$ cat src/hdl/hps_pkg.sv
////////////////////////////////////////
// host bridge keyboard path definitions
// bus, key event and line types, command
// codes and keyboard scancode sequences
////////////////////////////////////////

package hps_pkg;

	////////////////////////////////////////
	// host commands
	////////////////////////////////////////

	localparam logic [15:0] CMD_JOY0   = 16'h0002;
	localparam logic [15:0] CMD_KBD    = 16'h0005;
	localparam logic [15:0] CMD_STATUS = 16'h001E;

	// marker that makes the rest of a keyboard frame ignored
	localparam logic [7:0] SKIP_MARKER = 8'hFF;

	////////////////////////////////////////
	// scancode prefixes and sequences
	////////////////////////////////////////

	localparam logic [7:0] BREAK_PREFIX = 8'hF0;
	localparam logic [7:0] EXT_PREFIX   = 8'hE0;

	// newest byte sits in the low byte of the history
	localparam logic [31:0] SEQ_PRNSCR_MAKE  = 32'hE012E07C;
	localparam logic [31:0] SEQ_PRNSCR_BREAK = 32'h7CE0F012;
	localparam logic [31:0] SEQ_PAUSE        = 32'hF014F077;

	////////////////////////////////////////
	// types
	////////////////////////////////////////

	// host word bus, enable frames a transfer, strobe marks a word
	typedef struct packed {
		logic        strobe;
		logic        enable;
		logic [15:0] din;
	} io_bus_t;

	// keyboard data word as seen by the bridge
	typedef struct packed {
		logic [7:0] marker;
		logic [7:0] scancode;
	} kbd_word_t;

	typedef union packed {
		logic [15:0] raw;
		kbd_word_t   kbd;
	} io_word_u;

	// alternative key event, toggle flips on every update
	typedef struct packed {
		logic       toggle;
		logic       pressed;
		logic       extended;
		logic [7:0] code;
	} ps2_key_t;

	// one ps/2 line pair, 1 means released
	typedef struct packed {
		logic clk;
		logic dat;
	} ps2_line_t;

endpackage

$ cat src/hdl/io_cmd_decoder.sv
////////////////////////////////////////
// host command decoder
// takes framed host words and updates the
// joystick, status and key event outputs,
// pushes keyboard scancodes to the fifo
////////////////////////////////////////

`timescale 1ns/1ps

module io_cmd_decoder (
	input  logic               clk_sys,
	input  logic               rst_n,
	input  hps_pkg::io_bus_t   io_bus,
	output logic [31:0]        joystick_0,
	output logic [63:0]        status,
	output hps_pkg::ps2_key_t  ps2_key,
	output logic               push,
	output logic [7:0]         push_data
);

	logic [15:0]       cmd;
	logic [3:0]        byte_cnt;
	logic              skip;
	logic [31:0]       kbd_raw;
	hps_pkg::io_word_u kbd_word;
	logic              data_strobe;
	logic              kbd_accept;
	logic              key_pressed;
	hps_pkg::ps2_key_t key_next;

	assign kbd_word.raw = io_bus.din;

	// a data word is any strobe after the command word
	assign data_strobe = io_bus.enable && io_bus.strobe && (byte_cnt != 4'd0);

	assign kbd_accept = data_strobe && (cmd == hps_pkg::CMD_KBD) && !skip &&
		(kbd_word.kbd.marker != hps_pkg::SKIP_MARKER);

	////////////////////////////////////////
	// key event from the scancode history
	////////////////////////////////////////

	assign key_pressed = (kbd_raw[15:8] != hps_pkg::BREAK_PREFIX);

	always_comb begin
		key_next.toggle   = ~ps2_key.toggle;
		key_next.pressed  = key_pressed;
		// on release the extended prefix sits before the break prefix
		key_next.extended = key_pressed ? (kbd_raw[15:8] == hps_pkg::EXT_PREFIX) :
			(kbd_raw[23:16] == hps_pkg::EXT_PREFIX);
		key_next.code     = kbd_raw[7:0];

		case (kbd_raw)
			hps_pkg::SEQ_PRNSCR_MAKE: begin
				key_next.pressed  = 1'b1;
				key_next.extended = 1'b1;
				key_next.code     = 8'h7C;
			end
			hps_pkg::SEQ_PRNSCR_BREAK: begin
				key_next.pressed  = 1'b0;
				key_next.extended = 1'b1;
				key_next.code     = 8'h7C;
			end
			hps_pkg::SEQ_PAUSE: begin
				key_next.pressed  = 1'b1;
				key_next.extended = 1'b1;
				key_next.code     = 8'h77;
			end
			default: begin
			end
		endcase
	end

	////////////////////////////////////////
	// frame handling
	////////////////////////////////////////

	always_ff @(posedge clk_sys) begin
		if (!rst_n) begin
			cmd        <= '0;
			byte_cnt   <= '0;
			skip       <= 1'b0;
			joystick_0 <= '0;
			status     <= '0;
			ps2_key    <= '0;
			push       <= 1'b0;
		end else begin
			push <= kbd_accept;

			if (!io_bus.enable) begin
				// frame over, publish the key event once
				if (cmd == hps_pkg::CMD_KBD && !skip)
					ps2_key <= key_next;
				cmd      <= '0;
				byte_cnt <= '0;
				skip     <= 1'b0;
			end else if (io_bus.strobe) begin
				if (!(&byte_cnt))
					byte_cnt <= byte_cnt + 4'd1;

				if (byte_cnt == 4'd0) begin
					cmd <= io_bus.din;
				end else begin
					case (cmd)
						hps_pkg::CMD_JOY0: begin
							if (byte_cnt == 4'd1)
								joystick_0[15:0] <= io_bus.din;
							else if (byte_cnt == 4'd2)
								joystick_0[31:16] <= io_bus.din;
						end
						hps_pkg::CMD_STATUS: begin
							case (byte_cnt)
								4'd1: status[15:0]  <= io_bus.din;
								4'd2: status[31:16] <= io_bus.din;
								4'd3: status[47:32] <= io_bus.din;
								4'd4: status[63:48] <= io_bus.din;
								default: begin
								end
							endcase
						end
						hps_pkg::CMD_KBD: begin
							if (kbd_word.kbd.marker == hps_pkg::SKIP_MARKER)
								skip <= 1'b1;
						end
						default: begin
						end
					endcase
				end
			end
		end
	end

	// scancode history and fifo byte
	always_ff @(posedge clk_sys) begin
		if (io_bus.enable && io_bus.strobe && byte_cnt == 4'd0 &&
			io_bus.din == hps_pkg::CMD_KBD) begin
			kbd_raw <= '0;
		end else if (kbd_accept) begin
			kbd_raw   <= {kbd_raw[23:0], kbd_word.kbd.scancode};
			push_data <= kbd_word.kbd.scancode;
		end
	end

endmodule

$ cat src/hdl/scancode_fifo.sv
////////////////////////////////////////
// scancode fifo
// first-word-fall-through byte buffer,
// writes into a full fifo are dropped
////////////////////////////////////////

`timescale 1ns/1ps

module scancode_fifo #(
	parameter int FIFO_BITS = 5
) (
	input  logic       clk_sys,
	input  logic       rst_n,
	input  logic       push,
	input  logic [7:0] push_data,
	input  logic       pop,
	output logic       empty,
	output logic [7:0] head
);

	localparam int DEPTH = 1 << FIFO_BITS;

	logic [7:0]         mem [DEPTH];
	// extra top bit tells a full fifo from an empty one
	logic [FIFO_BITS:0] wptr;
	logic [FIFO_BITS:0] rptr;
	logic               full;

	assign empty = (wptr == rptr);
	assign full  = (wptr[FIFO_BITS] != rptr[FIFO_BITS]) &&
		(wptr[FIFO_BITS-1:0] == rptr[FIFO_BITS-1:0]);

	assign head = mem[rptr[FIFO_BITS-1:0]];

	always_ff @(posedge clk_sys) begin
		if (!rst_n) begin
			wptr <= '0;
			rptr <= '0;
		end else begin
			if (push && !full)
				wptr <= wptr + 1'b1;
			if (pop && !empty)
				rptr <= rptr + 1'b1;
		end
	end

	always_ff @(posedge clk_sys) begin
		if (push && !full)
			mem[wptr[FIFO_BITS-1:0]] <= push_data;
	end

endmodule

$ cat src/hdl/ps2_kbd_tx.sv
////////////////////////////////////////
// ps/2 keyboard transmitter
// divides clk_sys into the ps/2 clock and
// sends fifo bytes as device-to-host
// frames on the emulated keyboard lines
////////////////////////////////////////

`timescale 1ns/1ps

module ps2_kbd_tx #(
	parameter int PS2_DIV = 2000
) (
	input  logic                clk_sys,
	input  logic                rst_n,
	input  logic                empty,
	input  logic [7:0]          head,
	input  hps_pkg::ps2_line_t  ps2_kbd_in,
	output logic                pop,
	output hps_pkg::ps2_line_t  ps2_kbd_out
);

	localparam int DIV_W = (PS2_DIV > 0) ? $clog2(PS2_DIV + 1) : 1;

	logic [DIV_W-1:0]   div_cnt;
	logic               clk_ps2;
	logic               clk_ps2_d;
	logic               ps2_rise;
	logic               ps2_fall;
	hps_pkg::ps2_line_t line_s1;
	hps_pkg::ps2_line_t line_s2;
	logic               lines_idle;
	logic [1:0]         timeout;
	logic [3:0]         tx_state;
	logic [7:0]         tx_byte;
	logic               parity;

	////////////////////////////////////////
	// ps/2 clock and line sensing
	////////////////////////////////////////

	always_ff @(posedge clk_sys) begin
		if (!rst_n) begin
			div_cnt   <= '0;
			clk_ps2   <= 1'b0;
			clk_ps2_d <= 1'b0;
			line_s1   <= '1;
			line_s2   <= '1;
		end else begin
			clk_ps2_d <= clk_ps2;
			line_s1   <= ps2_kbd_in;
			line_s2   <= line_s1;
			if (div_cnt == DIV_W'(PS2_DIV)) begin
				div_cnt <= '0;
				clk_ps2 <= ~clk_ps2;
			end else begin
				div_cnt <= div_cnt + 1'b1;
			end
		end
	end

	assign ps2_rise = clk_ps2 & ~clk_ps2_d;
	assign ps2_fall = ~clk_ps2 & clk_ps2_d;

	// host is not inhibiting either line
	assign lines_idle = line_s1.clk & line_s2.clk & line_s1.dat & line_s2.dat;

	////////////////////////////////////////
	// frame serializer
	////////////////////////////////////////

	always_ff @(posedge clk_sys) begin
		if (!rst_n) begin
			timeout     <= 2'd3;
			tx_state    <= '0;
			pop         <= 1'b0;
			ps2_kbd_out <= '1;
		end else begin
			pop <= 1'b0;

			if (ps2_rise) begin
				// clock line goes back up on every rise
				ps2_kbd_out.clk <= 1'b1;

				if (tx_state == 4'd0) begin
					if (!empty && lines_idle) begin
						timeout <= timeout - 2'd1;
						if (timeout == 2'd0) begin
							timeout         <= 2'd3;
							pop             <= 1'b1;
							tx_state        <= 4'd1;
							ps2_kbd_out.dat <= 1'b0;
						end
					end else begin
						timeout <= 2'd3;
					end
				end else begin
					if (tx_state <= 4'd8)
						ps2_kbd_out.dat <= tx_byte[0];
					else if (tx_state == 4'd9)
						ps2_kbd_out.dat <= parity;
					else if (tx_state == 4'd10)
						ps2_kbd_out.dat <= 1'b1;

					if (tx_state < 4'd11)
						tx_state <= tx_state + 4'd1;
					else
						tx_state <= 4'd0;
				end
			end

			// falling edge pulls the clock only inside a frame
			if (ps2_fall)
				ps2_kbd_out.clk <= (tx_state == 4'd0);
		end
	end

	// data shift register and odd parity
	always_ff @(posedge clk_sys) begin
		if (ps2_rise) begin
			if (tx_state == 4'd0) begin
				tx_byte <= head;
				parity  <= 1'b1;
			end else if (tx_state <= 4'd8) begin
				tx_byte <= {1'b0, tx_byte[7:1]};
				parity  <= parity ^ tx_byte[0];
			end
		end
	end

endmodule

$ cat src/hdl/hps_kbd_link.sv
////////////////////////////////////////
// host keyboard link
// host command decoder, scancode fifo and
// ps/2 keyboard transmitter
////////////////////////////////////////

`timescale 1ns/1ps

module hps_kbd_link #(
	parameter int FIFO_BITS = 5,
	parameter int PS2_DIV   = 2000
) (
	input  logic                clk_sys,
	input  logic                rst_n,
	input  hps_pkg::io_bus_t    io_bus,
	input  hps_pkg::ps2_line_t  ps2_kbd_in,
	output logic [31:0]         joystick_0,
	output logic [63:0]         status,
	output hps_pkg::ps2_key_t   ps2_key,
	output hps_pkg::ps2_line_t  ps2_kbd_out
);

	logic       push;
	logic [7:0] push_data;
	logic       pop;
	logic       empty;
	logic [7:0] head;

	io_cmd_decoder dec0 (
		.clk_sys    (clk_sys),
		.rst_n      (rst_n),
		.io_bus     (io_bus),
		.joystick_0 (joystick_0),
		.status     (status),
		.ps2_key    (ps2_key),
		.push       (push),
		.push_data  (push_data)
	);

	scancode_fifo #(
		.FIFO_BITS (FIFO_BITS)
	) fifo0 (
		.clk_sys   (clk_sys),
		.rst_n     (rst_n),
		.push      (push),
		.push_data (push_data),
		.pop       (pop),
		.empty     (empty),
		.head      (head)
	);

	ps2_kbd_tx #(
		.PS2_DIV (PS2_DIV)
	) tx0 (
		.clk_sys     (clk_sys),
		.rst_n       (rst_n),
		.empty       (empty),
		.head        (head),
		.ps2_kbd_in  (ps2_kbd_in),
		.pop         (pop),
		.ps2_kbd_out (ps2_kbd_out)
	);

endmodule

$ cat config.mk
export PLATFORM = sky130hd
export DESIGN_NAME = hps_kbd_link
export DESIGN_NICKNAME = d
export VERILOG_FILES = /design/src/hdl/hps_pkg.sv /design/src/hdl/io_cmd_decoder.sv /design/src/hdl/scancode_fifo.sv /design/src/hdl/ps2_kbd_tx.sv /design/src/hdl/hps_kbd_link.sv
export SDC_FILE = /design/constraint.sdc
export NUM_CORES = 1
export LEC_CHECK = 0
export BUFFER_PORTS_ARGS = -buffer_cell sky130_fd_sc_hd__buf_2
export CAP_MARGIN = 20
export CORE_ASPECT_RATIO = 1.25
export CORE_MARGIN = 1
export CORE_UTILIZATION = 25
export CTS_BUF_LIST = sky130_fd_sc_hd__clkbuf_4 sky130_fd_sc_hd__clkbuf_8
export CTS_CLUSTER_SIZE = 12
export DETAILED_ROUTE_END_ITERATION = 6
export PLACE_DENSITY = 0.41
export SLEW_MARGIN = 20
export SYNTH_ARGS = -nofsm -noshare
export SYNTH_HDL_FRONTEND = slang
export SYNTH_SLANG_ARGS = --single-unit
$ cat constraint.sdc
create_clock -name clk_sys -period 2.3 [get_ports clk_sys]
set_input_delay 0.46 -clock clk_sys [delete_from_list [all_inputs] [get_ports clk_sys]]
set_output_delay 0.46 -clock clk_sys [all_outputs]
set_load 0.01 [all_outputs]
Word level (Yosys, flattened, before mapping)
Memories as Yosys holds them, arrays and structs flattened. A register that Yosys moved wholly into a read port is not among the register bits.
Index checks and enable logic that the tools add are counted.
{"block": "op_classes", "n_addsub": 6, "multipliers": 0, "div_mod_pow": 0, "magnitude_cmp": 2, "n_eq_ne": 24, "n_shift": 0, "n_mux": 24, "bitwise_logic": 15, "n_reduce_logical": 41}
{"cell": "equality test 32 bit (second input constant)", "n": 2}
{"cell": "equality test 16 x 3 -> 1 bit (second input constant)", "n": 2}
{"cell": "equality test 32 x 31 -> 1 bit (second input constant)", "n": 1}
{"cell": "one-hot mux 10 bit (3 select lines)", "n": 1}
{"cell": "AND reduction 5 bit", "n": 5}
{"cell": "equality test 8 bit (second input constant)", "n": 3}
{"cell": "equality test 16 x 2 -> 1 bit (second input constant)", "n": 1}
{"cell": "equality test 16 x 5 -> 1 bit (second input constant)", "n": 1}
{"cell": "2-to-1 mux 4 bit", "n": 4}
{"cell": "2-to-1 mux 8 bit", "n": 2}
{"cell": "inequality test 8 bit (second input constant)", "n": 2}
{"cell": "AND reduction 4 bit", "n": 4}
{"cell": "AND reduction 2 bit", "n": 7}
{"cell": "adder 6 x 1 -> 6 bit (second input constant)", "n": 2}
{"cell": "logical AND 1 bit", "n": 12}
{"cell": "2-to-1 mux 1 bit", "n": 12}
{"cell": "adder 11 x 1 -> 11 bit (second input constant)", "n": 1}
{"cell": "equality test 11 bit (second input constant)", "n": 1}
{"cell": "2-to-1 mux 5 bit", "n": 2}
{"cell": "NOT 1 bit", "n": 9}
{"cell": "adder 4 x 1 -> 4 bit (second input constant)", "n": 2}
{"cell": "equality test 4 x 2 -> 1 bit (second input constant)", "n": 2}
{"cell": "equality test 4 bit (second input constant)", "n": 2}
{"cell": "zero test 4 bit", "n": 2}
{"cell": "19 further kinds", "n": 30}
{"block": "totals", "register_bits": 216, "latchBits": 0, "ram_bits": 256, "rom_bits": 0, "in_bits": 22, "out_inout_bits": 109, "word_cells": 145, "memories": 1}
{"memory": "fifo0.mem", "words": 32, "width": 8, "read_ports": 1, "rd_ports_with_merged_regs": 1, "write_ports": 1, "line_no": "scancode_fifo.sv:23", "source": "logic [7:0] mem [DEPTH];"}

Logic depth before layout (Yosys ltp)
{"block": "logic_depth", "depth_word": 8, "mapped_depth": 8, "ltp_nobuf": 7}

Cells and area by module
A second synthesis with hierarchy kept.
{"block": "hier_totals", "cells_unflattened": 1313, "hier_area_um2": 18885.6}
{"module": "scancode_fifo", "n_inst": 1, "cells_per_inst": 492, "area_each_um2": 10674.0, "seq_area_each_um2": 8027.7}
{"module": "io_cmd_decoder", "n_inst": 1, "cells_per_inst": 656, "area_each_um2": 6530.0, "seq_area_each_um2": 3463.3}
{"module": "ps2_kbd_tx", "n_inst": 1, "cells_per_inst": 165, "area_each_um2": 1681.6, "seq_area_each_um2": 790.8}

Worst setup path after synthesis
No wires, ideal clock.
{"block": "synth_timing", "path_kind": "register to register", "startpoint": "reg (tool-made name)", "endpoint": "reg tx0.tx_byte[7] (data pin)", "setup_time_ps": 265, "t_arrival_ps": 1828, "required_ps": 2035, "path_slack_ps": 206, "stages_incl_launch_ff": 7, "n_path_buf": 2, "synth_period_minus_slack_ps": 2094, "path_cell_list": "dfxtp_1 > buf_2 > buf_2 > mux4_2 > mux4_2 > mux2i_1 > nor2_1"}
{"element": "end signal: assignment", "line_no": "ps2_kbd_tx.sv:124", "source": "tx_byte <= {1'b0, tx_byte[7:1]};"}
{"element": "end: declaration", "line_no": "ps2_kbd_tx.sv:34", "source": "logic [7:0] tx_byte;"}

==> impl_metrics.py <==
metrics = {
    "status": {
        "status": "completed",
    },
    "clocking": {
        "cts-root-buf": "clkbuf_8",
        "htree_levels": 3,
        "clk_path_buf_depth": 3,
        "path_clk_slew_ns": 0.06,
        "cts_tree": "built",
        "clock-sinks": 477,
        "clk_latency_ns": 0.67,
        "cts_buffers": 79,
    },
    "layout": {
        "n_antenna_cell": 0,
        "drive_gt1_frac": 0.273,
        "areaGrowthSynthToFinish_pct": 20.9,
        "fill_cells": 7343,
        "stdcell_count": 2566,
        "utilization": 0.306,
        "layout.nets": 1587,
    },
    "timing": {
        "fin_crit_ns": 2.18,
        "setup_slack_ns": 0.116,
        "fin_setup_tns_ns": 0,
        "setup_viol": 0,
        "slew_headroom": 0.383,
        "post-route-period-util": 0.950,
        "slew_viol_final": 0,
        "finClkSkew_ns": 0.0307,
        "worst_pin_slew_ns": 0.922,
        "grt_setup_unrepaired": "false",
        "hold_viol": 0,
        "fmax_ghz": 0.458,
    },
    "placement": {
        "pre_cts_ws_ns": 0.0314,
        "portBuffers": 130,
        "gp_congestion": 0.737,
        "place_hpwl_microns": 32600,
        "dp.cells": 2424,
    },
    "detailed_routing": {
        "drt.antenna.violating_nets": 0,
        "drt_pass1_iterations": 4,
        "drcViolationCount": 0,
        "wl_microns": 48400,
        "drtIter0Drc": 667,
        "num_vias": 11262,
        "via_per_inst": 4.39,
        "wl_per_cell_microns": 18.8,
    },
    "grt": {
        "grt-ovfl-total": 0,
        "grt_pass1_wl_microns": 73500,
        "grt_pass1_vias": 11905,
        "grt_max_degree": 46,
        "grt_use_total": 0.130,
        "antenna_found_initial": 1,
    },
    "min_path": {
        "whs_endpoint": "dec0.cmd[10]$_SDFFE_PN0P_",
        "hold_path_startpoint": "io_bus[10]",
        "holdPathStages": 3,
        "min_path_type": "primary input to flip-flop",
    },
    "worst_setup_path": {
        "rr_endpoint": "tx0.tx_byte[0]$_DFFE_PP_",
        "reg2reg_slack_ns": 0.12,
        "required_ns": 2.70,
        "worstPathArrival_ns": 2.58,
        "reg2regPathDepth": 6,
        "start_kind": "flip-flop",
        "crit_fanout": 11,
        "endpoint_kind": "flip-flop",
        "critical_path_class": "flip-flop to flip-flop",
    },
    "yosys": {
        "synth-seq-cells": 477,
        "async_reset_ff_frac": 0,
        "netlist_area_sq_um": 18600,
        "avgSynthCellArea_sq_um": 14.1,
        "yosys_warnings": 0,
        "synth_ff_type": "edfxtp_1",
        "synth-edff-count": 273,
        "synthDistinctLibCells": 59,
        "ys_seq_area_frac": 0.660,
        "syn-instance-count": 1316,
        "syn_nets": 1356,
    },
    "pwr": {
        "peakVddDrop_v": 0.000455,
        "p_per_area_nw_per_um2": 743,
        "power.leakage_nw": 8.47,
    },
    "die": {
        "initial_core_util": 0.253,
        "die_w_microns": 246,
        "rows": 111,
        "die_y_microns": 307,
        "die-area_sq_um": 75600,
        "io_pins": 131,
        "core_area_sq_um": 73500,
    },
    "job": {
        "maxCapViolCount": 0,
    },
}
how the worst max path moves through the flow:
stage	start	endpoint	slack, ns	depth (start not counted)
floorplan	flip-flop	tx0.tx_byte[7]$_SDFFCE_PN0P_	0.21	6
global placement	fifo0.wptr[5]$_SDFFE_PN0P_	fifo0.mem[9][3]$_DFFE_PP_	0.09	4
detailed placement	fifo0.wptr[5]$_SDFFE_PN0P_	fifo0.mem[9][4]$_DFFE_PP_	0.03	4
CTS	fifo0.wptr[5]$_SDFFE_PN0P_	fifo0.mem[9][3]$_DFFE_PP_	0.008	4
global route	fifo0.rptr[4]$_SDFFE_PN0P_	fifo0.mem[15][2]$_DFFE_PP_	0.009	6
finish	flip-flop	tx0.tx_byte[0]$_DFFE_PP_	0.12	6
layout make-up:
class | instances | area [sq um] | share of cell area
flip-flops and latches | 477 | 12300 | 0.546
multi-input cells | 757 | 5980 | 0.266
clock buffers | 123 | 1490 | 0.0660
clock inverters | 17 | 101 | 0.00450
well taps | 960 | 1200 | 0.0533
repair buffers | 210 | 1380 | 0.0612
inverters | 22 | 82.6 | 0.00367
metrics by stage:
step	instance area (sq um)	power (mW)	hold WS (ns)
2_1_floorplan	18600	9.29	0.431
3_3_place_gp	20900	9.43	0.444
3_5_place_dp	20900	9.43	0.450
4_1_cts	22500	17.0	0.0211
5_1_grt	22500	17.4	0.0699
6_report	22500	16.7	0.101
layout by cell type (no fill, tap or decap), drive strengths merged, types with 3 or more instances in the layout:
cell	instances
edfxtp	273
buf	208
dfxtp	204
nand2	157
mux2i	133
nor2	126
clkbuf	123
mux4	66
a21oi	31
o22ai	29
inv	24
o21ai	23
nand3	21
ha	18
xnor2	17
nand4	13
nor3	11
clkinv	11
nand2b	10
xor2	10
or4	10
nor4	10
nand3b	7
or3	6
nor4b	6
nor2b	5
and3	5
o21ba	4
clkinvlp	4
o311ai	4
and2	3
o31ai	3
per-layer routing:
| metal | vias to the layer above | GRT usage | part of all wire |
|---|---|---|---|
| li1 | 5342 | - | - |
| met3 | 71 | 0.0285 | 0.051 |
| met4 | 0 | 0.0452 | 0.020 |
| met2 | 226 | 0.238 | 0.53 |
| met5 | - | 0 | 0 |
| met1 | 5623 | 0.147 | 0.39 |
sequential cells by signal (all words and copies together), names as in the netlist, 11 cells and up, named ones only:
register / count
dec0.cmd: 16
dec0.kbd_raw: 32
dec0.ps2_key: 11
dec0.joystick_0: 32
dec0.status: 64
tx0.div_cnt: 11
fifo0.mem: 256
what timing repair did:
action	CTS	global route
hold buffers	2	0
gates resized for setup	0	10
setup buffers	0	0
endpoints found under the setup margin	0	59
hold endpoints to repair	2	0
power breakdown:
part | internal (mW) | total, mW | leakage, nW | switching (mW)
clock network | 4.11 | 7.48 | 0.836 | 3.37
registers | 8.95 | 8.98 | 4.10 | 0.0247
logic | 0.0740 | 0.270 | 3.54 | 0.196
worst max-delay path, stage by stage, from the launching register on:
cell     delay, ns
dfxtp_4       0.46
buf_4         0.29
buf_4         0.17
mux4_2        0.50
o22ai_1       0.25
or4_1         0.17
o21ai_0       0.08
Yosys cell counts, types with 11 or more instances:
| cell | n | area share |
|---|---|---|
| inv_1 | 21 | 0.0042 |
| nand3_1 | 20 | 0.0054 |
| ha_1 | 18 | 0.012 |
| nand2_1 | 154 | 0.031 |
| xnor2_1 | 17 | 0.0080 |
| edfxtp_1 | 273 | 0.44 |
| mux4_2 | 66 | 0.080 |
| dfxtp_1 | 204 | 0.22 |
| nor3_1 | 11 | 0.0030 |
| o22ai_1 | 29 | 0.0097 |
| mux2i_1 | 133 | 0.072 |
| nor2_1 | 126 | 0.025 |
| a21oi_1 | 31 | 0.0083 |
| o21ai_0 | 23 | 0.0062 |
| clkbuf_1 | 35 | 0.0071 |
| buf_2 | 12 | 0.0032 |
| nand4_1 | 11 | 0.0037 |
logic make-up (layout without fill, tap and decap cells):
kind of cell / count (synthesis) / after routing / share of synthesized area
xor+xnor: 27 / 27 / 0.0127
simple gates: 403 / 403 / 0.106
mux: 199 / 199 / 0.151
buf+inv: 82 / 372 / 0.0212
flops: 477 / 477 / 0.660
compound gates: 110 / 110 / 0.0373
fa+ha+maj: 18 / 18 / 0.0121
Power figures use the tool's default switching activity.
